### src/design/fetch_macros.svh
/*
 * Fetch stage configuration values
 * Address and instruction widths, entry vectors (word addresses),
 * decode buffer bypass option and relative offset width
 */
`ifndef FETCH_MACROS_SVH
`define FETCH_MACROS_SVH

// Byte address width, program counters drop the two low bits
`define FETCH_AW 32

// Instruction word width
`define FETCH_IW 32

// Entry points as word addresses
`define FETCH_RESET_VECT   30'h0000_0040
`define FETCH_SYSCALL_VECT 30'h0000_0080
`define FETCH_IRQ_VECT     30'h0000_00C0

// 1 lets the buffer refill in the cycle its item leaves
`define FETCH_BYPASS 1

// Signed word offset in the low instruction bits
`define FETCH_OFS_W 26

`endif

### src/design/fetch_pkg.sv
/*
 * Fetch stage shared types
 * Field widths of a fetched item, opcode enum and its decode function,
 * bus requester state enum
 */
`include "fetch_macros.svh"

package fetch_pkg;

   // Fetched item field widths
   localparam int PC_W   = `FETCH_AW - 2;
   localparam int INSN_W = `FETCH_IW;
   localparam int OP_W   = 6;
   localparam int OFS_W  = `FETCH_OFS_W;

   // Top six instruction bits
   typedef enum logic [OP_W-1:0] {
      OP_SEQ     = 6'h00,
      OP_JMPREL  = 6'h01,
      OP_BCC     = 6'h02,
      OP_SYSCALL = 6'h03
   } opcode_t;

   // Bus requester states
   typedef enum logic [1:0] {
      ST_RESET,
      ST_RUN,
      ST_FLUSH
   } fetch_state_t;

   // Unknown codes fall back to a sequential instruction
   function automatic opcode_t to_opcode(input logic [OP_W-1:0] code);
      case (code)
         OP_JMPREL,
         OP_BCC,
         OP_SYSCALL: to_opcode = opcode_t'(code);
         default:    to_opcode = OP_SEQ;
      endcase
   endfunction

endpackage

### src/design/fetch_if.sv
/*
 * Fetched word channel from the bus requester to the predecoder
 * Valid/ready handshake with instruction and word address
 */
interface fetch_if;

   logic                        valid;
   logic                        ready;
   logic [fetch_pkg::INSN_W-1:0] insn;
   // Word address of insn
   logic [fetch_pkg::PC_W-1:0]   pc;

   modport requester (
      output valid,
      output insn,
      output pc,
      input  ready
   );

   modport predecoder (
      input  valid,
      input  insn,
      input  pc,
      output ready
   );

endinterface

### src/design/decode_buffer.sv
/*
 * Decode buffer
 * One-slot register stage toward the decoder, optional bypass,
 * cleared by an external redirect
 */
`include "fetch_macros.svh"

module decode_buffer (
   input  logic                         clk,
   input  logic                         rst_n,
   input  logic                         load,
   input  logic [fetch_pkg::INSN_W-1:0] item_insn,
   input  logic [fetch_pkg::PC_W-1:0]   item_pc,
   input  fetch_pkg::opcode_t           item_op,
   input  logic                         item_pred_taken,
   input  logic [fetch_pkg::PC_W-1:0]   item_alt_target,
   input  logic                         item_irq,
   input  logic                         redirect_valid,
   input  logic                         out_ready,
   output logic                         space,
   output logic                         out_valid,
   output logic [fetch_pkg::INSN_W-1:0] out_insn,
   output logic [fetch_pkg::PC_W-1:0]   out_pc,
   output fetch_pkg::opcode_t           out_op,
   output logic                         out_pred_taken,
   output logic [fetch_pkg::PC_W-1:0]   out_alt_target,
   output logic                         out_irq
);

   localparam bit BYPASS = (`FETCH_BYPASS != 0);

   logic leaving;

   assign leaving = out_valid && out_ready;

   // Free when empty, or also when the item leaves this cycle
   assign space = BYPASS ? (!out_valid || leaving) : !out_valid;

   always_ff @(posedge clk) begin
      if (!rst_n)
         out_valid <= 1'b0;
      else if (redirect_valid)
         out_valid <= 1'b0;
      else if (load)
         out_valid <= 1'b1;
      else if (leaving)
         out_valid <= 1'b0;
   end

   // Payload
   always_ff @(posedge clk) begin
      if (load) begin
         out_insn       <= item_insn;
         out_pc         <= item_pc;
         out_op         <= item_op;
         out_pred_taken <= item_pred_taken;
         out_alt_target <= item_alt_target;
         out_irq        <= item_irq;
      end
   end

endmodule

### src/design/fetch_predecoder.sv
/*
 * Fetch predecoder
 * Opcode and offset decode, static backward-taken prediction,
 * interrupt marking and redirect generation toward the requester
 */
`include "fetch_macros.svh"

module fetch_predecoder (
   input  logic                         clk,
   input  logic                         rst_n,
   input  logic                         irq_req,
   input  logic                         redirect_valid,
   input  logic                         space,
   fetch_if.predecoder                  fe,
   output logic                         pd_redirect,
   output logic [fetch_pkg::PC_W-1:0]   pd_target,
   output logic                         load,
   output logic [fetch_pkg::INSN_W-1:0] item_insn,
   output logic [fetch_pkg::PC_W-1:0]   item_pc,
   output fetch_pkg::opcode_t           item_op,
   output logic                         item_pred_taken,
   output logic [fetch_pkg::PC_W-1:0]   item_alt_target,
   output logic                         item_irq
);

   import fetch_pkg::*;

   opcode_t          op;
   logic             ofs_neg;
   logic [PC_W-1:0]  ofs_ext;
   logic [PC_W-1:0]  rel_target;
   logic [PC_W-1:0]  seq_target;
   logic             move;
   logic             irq_now;
   logic             irq_taken;
   logic             is_jmp;
   logic             is_sys;
   logic             is_bcc;

   assign fe.ready = space;
   assign move     = fe.valid && fe.ready;

   assign op         = to_opcode(fe.insn[INSN_W-1 -: OP_W]);
   assign ofs_neg    = fe.insn[OFS_W-1];
   assign ofs_ext    = {{(PC_W-OFS_W){ofs_neg}}, fe.insn[OFS_W-1:0]};
   assign rel_target = fe.pc + ofs_ext;
   assign seq_target = fe.pc + 1'b1;

   // One marked item per irq_req level
   assign irq_now = irq_req && !irq_taken;

   assign is_sys = (op == OP_SYSCALL);
   assign is_jmp = (op == OP_JMPREL);
   assign is_bcc = (op == OP_BCC);

   // Same-cycle external redirect cancels the word
   assign load = move && !redirect_valid;

   assign pd_redirect = load && (irq_now || is_sys || is_jmp || (is_bcc && ofs_neg));

   always_comb begin
      if (irq_now)
         pd_target = `FETCH_IRQ_VECT;
      else if (is_sys)
         pd_target = `FETCH_SYSCALL_VECT;
      else
         pd_target = rel_target;
   end

   // Interrupt item carries only its pc
   assign item_irq        = irq_now;
   assign item_pc         = fe.pc;
   assign item_insn       = irq_now ? '0 : fe.insn;
   assign item_op         = irq_now ? OP_SEQ : op;
   assign item_pred_taken = !irq_now && is_bcc && ofs_neg;

   // Path not followed by the prediction, zero for non-branches
   always_comb begin
      if (irq_now || !is_bcc)
         item_alt_target = '0;
      else if (ofs_neg)
         item_alt_target = seq_target;
      else
         item_alt_target = rel_target;
   end

   // Cleared once the source drops irq_req, or when the buffer is flushed
   always_ff @(posedge clk) begin
      if (!rst_n)
         irq_taken <= 1'b0;
      else
         irq_taken <= irq_req && !redirect_valid && (irq_taken || (load && irq_now));
   end

endmodule

### src/design/fetch_unit_top.sv
/*
 * Instruction fetch unit top level
 * Bus requester, predecoder and decode buffer joined by fetch_if
 */
`include "fetch_macros.svh"

module fetch_unit_top (
   input  logic                         clk,
   input  logic                         rst_n,
   output logic                         ibus_cmd_valid,
   output logic [`FETCH_AW-1:0]         ibus_cmd_addr,
   input  logic                         ibus_cmd_ready,
   input  logic                         ibus_rsp_valid,
   input  logic [fetch_pkg::INSN_W-1:0] ibus_rsp_data,
   input  logic [`FETCH_AW-1:0]         ibus_rsp_addr,
   output logic                         ibus_rsp_ready,
   output logic                         ibus_flush_req,
   input  logic                         ibus_flush_ack,
   input  logic                         redirect_valid,
   input  logic [fetch_pkg::PC_W-1:0]   redirect_target,
   input  logic                         irq_req,
   output logic                         out_valid,
   output logic [fetch_pkg::INSN_W-1:0] out_insn,
   output logic [fetch_pkg::PC_W-1:0]   out_pc,
   output fetch_pkg::opcode_t           out_op,
   output logic                         out_pred_taken,
   output logic [fetch_pkg::PC_W-1:0]   out_alt_target,
   output logic                         out_irq,
   input  logic                         out_ready
);

   import fetch_pkg::*;

   fetch_if fe ();

   logic               pd_redirect;
   logic [PC_W-1:0]    pd_target;
   logic               load;
   logic               space;
   logic [INSN_W-1:0]  item_insn;
   logic [PC_W-1:0]    item_pc;
   opcode_t            item_op;
   logic               item_pred_taken;
   logic [PC_W-1:0]    item_alt_target;
   logic               item_irq;

   ibus_requester u_req (
      .clk             (clk),
      .rst_n           (rst_n),
      .ibus_cmd_valid  (ibus_cmd_valid),
      .ibus_cmd_addr   (ibus_cmd_addr),
      .ibus_cmd_ready  (ibus_cmd_ready),
      .ibus_rsp_valid  (ibus_rsp_valid),
      .ibus_rsp_data   (ibus_rsp_data),
      .ibus_rsp_addr   (ibus_rsp_addr),
      .ibus_rsp_ready  (ibus_rsp_ready),
      .ibus_flush_req  (ibus_flush_req),
      .ibus_flush_ack  (ibus_flush_ack),
      .redirect_valid  (redirect_valid),
      .redirect_target (redirect_target),
      .pd_redirect     (pd_redirect),
      .pd_target       (pd_target),
      .fe              (fe.requester)
   );

   fetch_predecoder u_pd (
      .clk             (clk),
      .rst_n           (rst_n),
      .irq_req         (irq_req),
      .redirect_valid  (redirect_valid),
      .space           (space),
      .fe              (fe.predecoder),
      .pd_redirect     (pd_redirect),
      .pd_target       (pd_target),
      .load            (load),
      .item_insn       (item_insn),
      .item_pc         (item_pc),
      .item_op         (item_op),
      .item_pred_taken (item_pred_taken),
      .item_alt_target (item_alt_target),
      .item_irq        (item_irq)
   );

   decode_buffer u_buf (
      .clk             (clk),
      .rst_n           (rst_n),
      .load            (load),
      .item_insn       (item_insn),
      .item_pc         (item_pc),
      .item_op         (item_op),
      .item_pred_taken (item_pred_taken),
      .item_alt_target (item_alt_target),
      .item_irq        (item_irq),
      .redirect_valid  (redirect_valid),
      .out_ready       (out_ready),
      .space           (space),
      .out_valid       (out_valid),
      .out_insn        (out_insn),
      .out_pc          (out_pc),
      .out_op          (out_op),
      .out_pred_taken  (out_pred_taken),
      .out_alt_target  (out_alt_target),
      .out_irq         (out_irq)
   );

endmodule

### src/design/ibus_requester.sv
/*
 * Instruction bus requester
 * Fetch pc, start-up delay, sequential command issue with an
 * outstanding limit, flush handshake and response forwarding
 */
`include "fetch_macros.svh"

module ibus_requester (
   input  logic                         clk,
   input  logic                         rst_n,
   output logic                         ibus_cmd_valid,
   output logic [`FETCH_AW-1:0]         ibus_cmd_addr,
   input  logic                         ibus_cmd_ready,
   input  logic                         ibus_rsp_valid,
   input  logic [fetch_pkg::INSN_W-1:0] ibus_rsp_data,
   input  logic [`FETCH_AW-1:0]         ibus_rsp_addr,
   output logic                         ibus_rsp_ready,
   output logic                         ibus_flush_req,
   input  logic                         ibus_flush_ack,
   input  logic                         redirect_valid,
   input  logic [fetch_pkg::PC_W-1:0]   redirect_target,
   input  logic                         pd_redirect,
   input  logic [fetch_pkg::PC_W-1:0]   pd_target,
   fetch_if.requester                   fe
);

   import fetch_pkg::*;

   localparam logic [2:0] START_LAST = 3'd2;
   localparam logic [2:0] MAX_OUT    = 3'd4;

   fetch_state_t    state;
   logic [2:0]      start_cnt;
   logic [2:0]      out_cnt;
   logic [PC_W-1:0] cmd_pc;

   logic            cmd_fire;
   logic            rsp_fire;
   logic            redirect_any;
   logic [PC_W-1:0] redirect_pc;

   assign ibus_cmd_valid = (state == ST_RUN) && (out_cnt != MAX_OUT);
   assign ibus_cmd_addr  = {cmd_pc, 2'b00};
   assign ibus_flush_req = (state == ST_FLUSH);

   // Stale responses are drained while flushing
   assign ibus_rsp_ready = (state == ST_FLUSH) || ((state == ST_RUN) && fe.ready);

   assign cmd_fire = ibus_cmd_valid && ibus_cmd_ready;
   assign rsp_fire = ibus_rsp_valid && ibus_rsp_ready;

   assign fe.valid = (state == ST_RUN) && ibus_rsp_valid;
   assign fe.insn  = ibus_rsp_data;
   assign fe.pc    = ibus_rsp_addr[`FETCH_AW-1:2];

   // External redirect wins over the predecoder
   assign redirect_any = redirect_valid || pd_redirect;
   assign redirect_pc  = redirect_valid ? redirect_target : pd_target;

   always_ff @(posedge clk) begin
      if (!rst_n) begin
         state     <= ST_RESET;
         start_cnt <= 3'd0;
         cmd_pc    <= `FETCH_RESET_VECT;
      end else begin
         case (state)
            ST_RESET: begin
               start_cnt <= start_cnt + 3'd1;
               if (redirect_valid)
                  cmd_pc <= redirect_target;
               if (start_cnt == START_LAST)
                  state <= ST_RUN;
            end
            ST_RUN: begin
               if (redirect_any) begin
                  state  <= ST_FLUSH;
                  cmd_pc <= redirect_pc;
               end else if (cmd_fire) begin
                  cmd_pc <= cmd_pc + 1'b1;
               end
            end
            ST_FLUSH: begin
               // A new external redirect restarts the flush with its target
               if (redirect_valid)
                  cmd_pc <= redirect_target;
               else if (ibus_flush_ack)
                  state <= ST_RUN;
            end
            default: state <= ST_RESET;
         endcase
      end
   end

   // Commands in flight; the flush ack retires all of them
   always_ff @(posedge clk) begin
      if (!rst_n)
         out_cnt <= 3'd0;
      else if ((state == ST_FLUSH) && ibus_flush_ack)
         out_cnt <= 3'd0;
      else
         out_cnt <= out_cnt + {2'b00, cmd_fire} - {2'b00, rsp_fire};
   end

endmodule

### config.mk
export PLATFORM = sky130hd
export DESIGN_NAME = fetch_unit_top
export DESIGN_NICKNAME = d
export VERILOG_FILES = /design/src/design/fetch_pkg.sv /design/src/design/fetch_if.sv /design/src/design/decode_buffer.sv /design/src/design/fetch_predecoder.sv /design/src/design/fetch_unit_top.sv /design/src/design/ibus_requester.sv
export VERILOG_INCLUDE_DIRS = /design/src /design/src/design
export SDC_FILE = /design/constraint.sdc
export NUM_CORES = 1
export LEC_CHECK = 0
export ABC_CLOCK_PERIOD_IN_PS = 8940
export BUFFER_PORTS_ARGS = -buffer_cell sky130_fd_sc_hd__buf_2
export CAP_MARGIN = 20
export CORE_ASPECT_RATIO = 0.75
export CORE_MARGIN = 4
export CORE_UTILIZATION = 23
export DETAILED_ROUTE_END_ITERATION = 16
export GPL_ROUTABILITY_DRIVEN = 0
export PLACE_DENSITY = 0.5
export SETUP_SLACK_MARGIN = 0.15
export SLEW_MARGIN = 10
export SYNTH_ARGS = -nofsm -noshare
export SYNTH_HDL_FRONTEND = slang
export SYNTH_SLANG_ARGS = --single-unit
### constraint.sdc
create_clock -name clk -period 8.94 [get_ports clk]
set_input_delay 0.894 -clock clk [delete_from_list [all_inputs] [get_ports clk]]
set_output_delay 0.894 -clock clk [all_outputs]
set_load 0.03 [all_outputs]
# Word-level counts from Yosys, hierarchy flattened
# Cells that the tools add are included.
[word_totals] register_bits=140 inputBits=102 out_inout_bits=136 wordCells=90
[classes] addsub=6 n_eq_ne=16 muxes=16 bitwise_logic=1 reduce_logical=39
[ops] cell="$mux 30" n=7
[ops] cell="$add 30x1->30 const B" n=2
[ops] cell="$pmux 30 s2" n=1
[ops] cell="$add 30x30->30" n=1
[ops] cell="$eq 6x2->1 const B" n=4
[ops] cell="$logic_and 1x1->1" n=17
[ops] cell="$eq 6x1->1 const B" n=2
[ops] cell="$logic_or 1x1->1" n=8
[ops] cell="$mux 2" n=4
[ops] cell="$ne 2x1->1 const B" n=4
[ops] cell="$mux 6" n=1
[ops] cell="$pmux 2 s3" n=1
[ops] cell="$reduce_or 2->1" n=3
[ops] cell="$logic_not 1->1" n=5
[ops] cell="$reduce_and 4->1" n=1
[ops] cell="$reduce_bool 2->1" n=2
[ops] cell="$add 3x1->3" n=1
[ops] cell="$add 3x1->3 const B" n=1
[ops] cell="$eq 3x2->1 const B" n=1
[ops] cell="$ne 3x1->1 const B" n=1
[ops] cell="$ne 3x3->1 const B" n=1
[ops] cell="$reduce_and 3->1" n=1
[ops] cell="$reduce_or 3->1" n=1
[ops] cell="$sub 3x1->3" n=1
[ops] cell="6 further kinds" n=7

# Depth between registers and ports, before layout
[logic_depth] ltp_word=11 depth_mapped=12 depth_no_buf=12

# Cells and area by module
# Synthesis repeated with hierarchy kept, for this count alone.
[unflattened] cells_unflattened=1043 area_unflattened_um2=9565.4
[modules_own_cells] module="ibus_requester" n_inst=1 cells_each=455 area_each_um2=3373.2 seq_area_each_um2=760.7
[modules_own_cells] module="fetch_predecoder" n_inst=1 cells_each=483 area_each_um2=3144.3 seq_area_each_um2=20.0
[modules_own_cells] module="decode_buffer" n_inst=1 cells_each=105 area_each_um2=3047.9 seq_area_each_um2=3022.9

# Worst setup path after synthesis
# No wires, ideal clock.
[synth_timing] path_type="in2reg" from="in out_ready" to="reg u_req.cmd_pc[7]" arrival_time_ns=6.401 setup_slack_ns=2.411 path_stages=10 path_buffers=1 path_cell_list="nor2b_1 > nor2_1 > nand2_1 > nor2_1 > nand2_1 > clkbuf_1 > o22ai_1 > a21oi_1 > a21oi_1 > nor2_1"
[synth_between] elab_chain_len=8 word_cells_on_any_way=10 cone_classes="eq/ne (1); mux (2); reduce/logical (7)"
[synth_lines] item="from (decl)" line_no="fetch_unit_top.sv:29" rtl="input logic out_ready"
[synth_lines] item="$logic_and 1x1->1 (*)" line_no="decode_buffer.sv:34" rtl="assign leaving = out_valid && out_ready;"
[synth_lines] item="$logic_or 1x1->1 (*)" line_no="decode_buffer.sv:37" rtl="assign space = BYPASS ? (!out_valid || leaving) : !out_valid;"
[synth_lines] item="$logic_and 1x1->1 (*)" line_no="fetch_predecoder.sv:41" rtl="assign move = fe.valid && fe.ready;"
[synth_lines] item="$logic_and 1x1->1 (*)" line_no="fetch_predecoder.sv:57" rtl="assign load = move && !redirect_valid;"
[synth_lines] item="net load" line_no="fetch_unit_top.sv:38" rtl="logic load;"
[synth_lines] item="$logic_and 1x1->1 (*)" line_no="fetch_predecoder.sv:59" rtl="assign pd_redirect = load && (irq_now || is_sys || is_jmp || (is_bcc && ofs_neg));"
[synth_lines] item="$logic_or 1x1->1 (*)" line_no="ibus_requester.sv:57" rtl="assign redirect_any = redirect_valid || pd_redirect;"
[synth_lines] item="$ne 3x1->1 (no line) or $mux 30 (tied branches)"
[synth_lines] item="$reduce_and 3->1 (no line) or $pmux 30 s2 (tied branches)"
[synth_lines] item="to (signal assigned)" line_no="ibus_requester.sv:64" rtl="cmd_pc <= `FETCH_RESET_VECT;"
[synth_lines] item="to (signal assigned)" line_no="ibus_requester.sv:70" rtl="cmd_pc <= redirect_target;"
[synth_lines] item="to (signal assigned)" line_no="ibus_requester.sv:77" rtl="cmd_pc <= redirect_pc;"
[synth_lines] item="to (decl)" line_no="ibus_requester.sv:35" rtl="logic [PC_W-1:0] cmd_pc;"
# Mark *: on every way through the listed nets, which the timed path passes. The rest lies on a longest branch.
# A chain may end at the register's enable or synchronous reset.

# Worst setup path in the final report
[layout_timing] from="reg u_req.state[0]" to="reg u_req.cmd_pc[27]"
[layout_between] elab_chain_len=8 word_cells_on_any_way=17 cone_classes="eq/ne (4); mux (2); reduce/logical (11)"
[layout_lines] item="from (decl)" line_no="ibus_requester.sv:32" rtl="fetch_state_t state;"
[layout_lines] item="from (signal assigned)" line_no="ibus_requester.sv:62" rtl="state <= ST_RESET;"
[layout_lines] item="from (signal assigned)" line_no="ibus_requester.sv:72" rtl="state <= ST_RUN;"
[layout_lines] item="from (signal assigned)" line_no="ibus_requester.sv:76" rtl="state <= ST_FLUSH;"
[layout_lines] item="$eq 2x1->1" line_no="ibus_requester.sv:42, ibus_requester.sv:52, ibus_requester.sv:66"
[layout_lines] item="$logic_and 1x1->1" line_no="ibus_requester.sv:52" rtl="assign fe.valid = (state == ST_RUN) && ibus_rsp_valid;"
[layout_lines] item="$logic_and 1x1->1" line_no="fetch_predecoder.sv:41"
[layout_lines] item="$logic_and 1x1->1" line_no="fetch_predecoder.sv:57"
[layout_lines] item="$logic_and 1x1->1" line_no="fetch_predecoder.sv:59"
[layout_lines] item="$logic_or 1x1->1" line_no="ibus_requester.sv:57"
[layout_lines] item="$ne 3x1->1 (no line) or $mux 30 (tied branches)"
[layout_lines] item="$reduce_and 3->1 (no line) or $pmux 30 s2 (tied branches)"
# Parallel ways exist; a longest one is shown, timed or not.

==> key figures <==
Floorplanning
  • I/O pin count: roughly 240
  • Full die area: slightly below 40,000 um^2
  • Num rows: 60
  • Core area: roughly 36,000 um^2
  • Die Wd: around 230 um
  • Die height: about 170 um
  • Initial Util: a little under a quarter

Critical path
  • R2R setup slack: about 4.8 ns
  • Crit path cell chain: nand2b_1 > nor3b_1 > nor2b_1 > nor2_1 > buf_4 > a21boi_2 > buf_4 > o21ai_0 > nand2_1 > o221ai_1 > o31a_1
  • CP Class: flip-flop to flip-flop
  • Worst reg2reg startpoint: u_req.state[0]
  • Crit end category: flip-flop
  • Most used cell, CP: buf_4
  • CP top delay family: simple AND/OR/NAND/NOR gates
  • Worst path slowest cell: dfxtp_1
  • Worst Path Buf+Inv: 2
  • Reg-to-reg critical path endpoint: u_req.cmd_pc[27]
  • CP required: 9.28 ns
  • Reg2reg path depth: 11
  • Max incr delay on CP: roughly 0.90 ns
  • Critical Path AT: around 4.5 ns
  • Crit start category: flip-flop
  • Critical Path Fanout Max: 38

Timing
  • Slew headroom: 28.3%
  • Hold Vio Cnt, Final: 0
  • Hold_ws: just under 0.5 ns
  • # setup viols final: 0
  • Fmax: 240 MHz
  • Fin Clk Skew: roughly 0.012 ns
  • Final min period: roughly 4.2 ns
  • Worst Max-Slew Pin Slew: roughly 1.1 ns
  • Slew Limit Fails: 0
  • RSZ-0062 raised after global routing: false
  • Fin crit share: 46.6%
  • Total negative slack: 0 ns

Synthesis
  • Post-synth top area share: a little over a third
  • Ys Warns: 0
  • Synth area leader: edfxtp_1
  • Post-synth top flop: edfxtp_1
  • Flops & latches, synth: between 100 and 150
  • Distinct cells, synth: 73
  • Sequential area share after synthesis: between 40% and 50%
  • Ys async rst share: 0%
  • Post-synth EDFFs: 100
  • Mapped Area: 8380 um^2
  • Area contributors post-synth: edfxtp_1 (36%), dfxtp_1 (9.6%), ha_1 (5.2%)
  • Synth Instances: 866
  • Syn_area_per_cell: 9.68 um^2

Route
  • Routed vias/inst: between 4 and 5
  • Vias post-DR: between 7,000 and 8,000
  • DRT Wirelength: 31.2 mm
  • DRT iter0 DRCs: roughly 590
  • Remaining DRCs: 0
  • DRT antenna net count: 0
  • First-pass DRT Iterations: 5
  • WL per Instance: 19.9 um

Clocking
  • TritonCTS buffer count: 17
  • Post-CTS Setup Repair Bufs: 0
  • Clock transition at the registers of the reported paths: 0.07 ns
  • Max clock buf depth: 2
  • Clk Tree Root Cell: clkbuf_16
  • Clk Latency, worst-skew pair: 0.46 ns
  • CTS sink cnt: between 100 and 150
  • CTS Hold Bufs: 0
  • H-tree levels: 4
  • CTS tree: yes
  • Post-CTS resize count: 0

Hold path
  • WHS Endpoint: u_pd.irq_taken
  • HP Start: u_pd.irq_taken
  • Min-Delay Path Class: flip-flop to flip-flop
  • Hold depth: 2

GRT
  • Vias in the first global route: between 7,000 and 8,000
  • Pin count of the biggest net entering global routing: 69
  • Tot GR Track Use: between 15 and 20%
  • Gr ovfl total: 0
  • Antenna violations before repair: 7
  • First-pass GRT wire length: around 46 mm

Finish
  • Final #Nets: ~1,200
  • Fill count: between 3,000 and 4,000
  • Area of the multi-input gates: around 4400 um^2
  • Seq. cell area: 3800 um^2
  • Layout cells sized above 1: between 20% and 30%
  • Antenna cells: 0
  • Synth-to-Final Area Change: 27.2%

Power
  • Maximum vdd drop: ~0.10 mV
  • Power Dens Cells: 190 nW/um^2
  • Pleak: approximately 4.3 nW

Place
  • IO buf count: around 230
  • Post-DP HPWL: approximately 24 mm

Flow run
  • MaxCap Viol Count: 0

Run status
  • Status: finished, final reports clean
-- worst max-delay path by stage --
stage	startpoint	slack, ns	to	cells after the start
global placement	ibus_rsp_data[25]	4.57	u_req.cmd_pc[27]	12
CTS	u_req.state[0]	4.84	u_req.cmd_pc[27]	11
detailed placement	ibus_rsp_data[25]	4.47	u_req.cmd_pc[27]	12
floorplan	out_ready	2.41	u_req.cmd_pc[7]	10
finish	u_req.state[0]	4.77	u_req.cmd_pc[27]	11
global route	u_req.state[0]	4.52	u_req.cmd_pc[27]	11
-- where the power goes --
group | internal, mW | switching (mW)
Clock | 0.412 | 0.308
Sequential | 0.746 | 0.0481
Combinational | 0.175 | 0.340
-- worst register-to-register path, delay by kind of cell (launching register included) --
| kind | cells | cell delay [ns] |
|---|---|---|
| simple gates | 5 | 1.77 |
| flops | 1 | 0.90 |
| buf+inv | 2 | 0.64 |
| compound gates | 4 | 0.74 |
-- cell usage in the layout (no fill, tap or decap), types with 4 or more instances in the layout --
| master | n |
|---|---|
| buf_2 | 233 |
| edfxtp_1 | 100 |
| nor2_1 | 98 |
| nand2_1 | 72 |
| a21oi_1 | 57 |
| xnor2_1 | 42 |
| xor2_1 | 40 |
| dfxtp_1 | 40 |
| and2_1 | 36 |
| ha_1 | 35 |
| o21ai_0 | 32 |
| nand3_1 | 26 |
| nor3_1 | 25 |
| a211oi_1 | 22 |
| and3_1 | 19 |
| a221oi_1 | 17 |
| clkbuf_16 | 17 |
| inv_1 | 16 |
| nand4_1 | 15 |
| a21o_1 | 15 |
| nand2b_1 | 10 |
| o211ai_1 | 10 |
| buf_4 | 9 |
| nor2b_1 | 8 |
| and4_1 | 7 |
| o22ai_1 | 7 |
| or3_1 | 7 |
| conb_1 | 6 |
| clkinv_1 | 5 |
| inv_6 | 5 |
| o21ai_1 | 4 |
-- registers in the layout, summed over array words and instances (netlist names) --
register / flops
u_pd.irq_taken: 1
u_buf.out_pc: 30
u_buf.out_pred_taken: 1
u_buf.out_valid: 1
u_req.cmd_pc: 30
u_buf.out_insn: 32
u_req.out_cnt: 3
u_req.start_cnt: 3
u_buf.out_alt_target: 30
u_buf.out_irq: 1
u_req.state: 2
u_buf.out_op: 6
-- logic make-up (layout without fill, tap and decap cells) --
group	count (synthesis)	in the layout	synth area share, %
other cells	1	6	0.0447
simple gates	340	340	20.0
compound gates	205	205	17.1
flops	140	140	45.4
xor+xnor	82	82	8.57
buf+inv	58	293	2.85
mux	3	3	0.418
fa+ha+maj	37	37	5.70
-- Yosys cell counts (16+ instances only) --
cell type	instances
inv_1	16
nand2_1	72
a211oi_1	22
edfxtp_1	100
xor2_1	40
nor3_1	25
a221oi_1	17
ha_1	35
and3_1	19
a21oi_1	57
nand3_1	26
and2_1	36
clkbuf_1	26
xnor2_1	42
o21ai_0	32
nor2_1	99
dfxtp_1	40
-- area by class of cell --
cell class | count | area share [%]
sequential | 140 | 35.7
tap | 465 | 5.46
timing repair buffer | 243 | 11.7
multi-input combinational | 673 | 41.2
inverter | 18 | 0.634
clock buffer | 19 | 4.06
clock inverter | 13 | 1.31
-- per-layer routing --
metal  up-vias  part of all wire (%)  GRT usage (%)
met2       244                    45           23.8
met5         -                  0.26              0
met3        31                   7.3           5.35
met1      3649                    47           20.8
met4        14                  0.99           2.88
li1       3653                     -              -
-- stage by stage --
stage	total power, mW	setup slack, ns	cells	cell area (um^2)	util, %
6_report	2.03	4.77	1571	10700	29.7
5_1_grt	2.13	4.52	1571	10700	29.7
4_1_cts	2.05	4.84	1571	10700	29.7
3_5_place_dp	1.32	4.47	1539	10100	28.1
3_3_place_gp	1.32	4.57	1538	10100	28.1
2_1_floorplan	1.15	2.41	871	8400	-
Note: power is estimated with default switching activity, not from simulation.
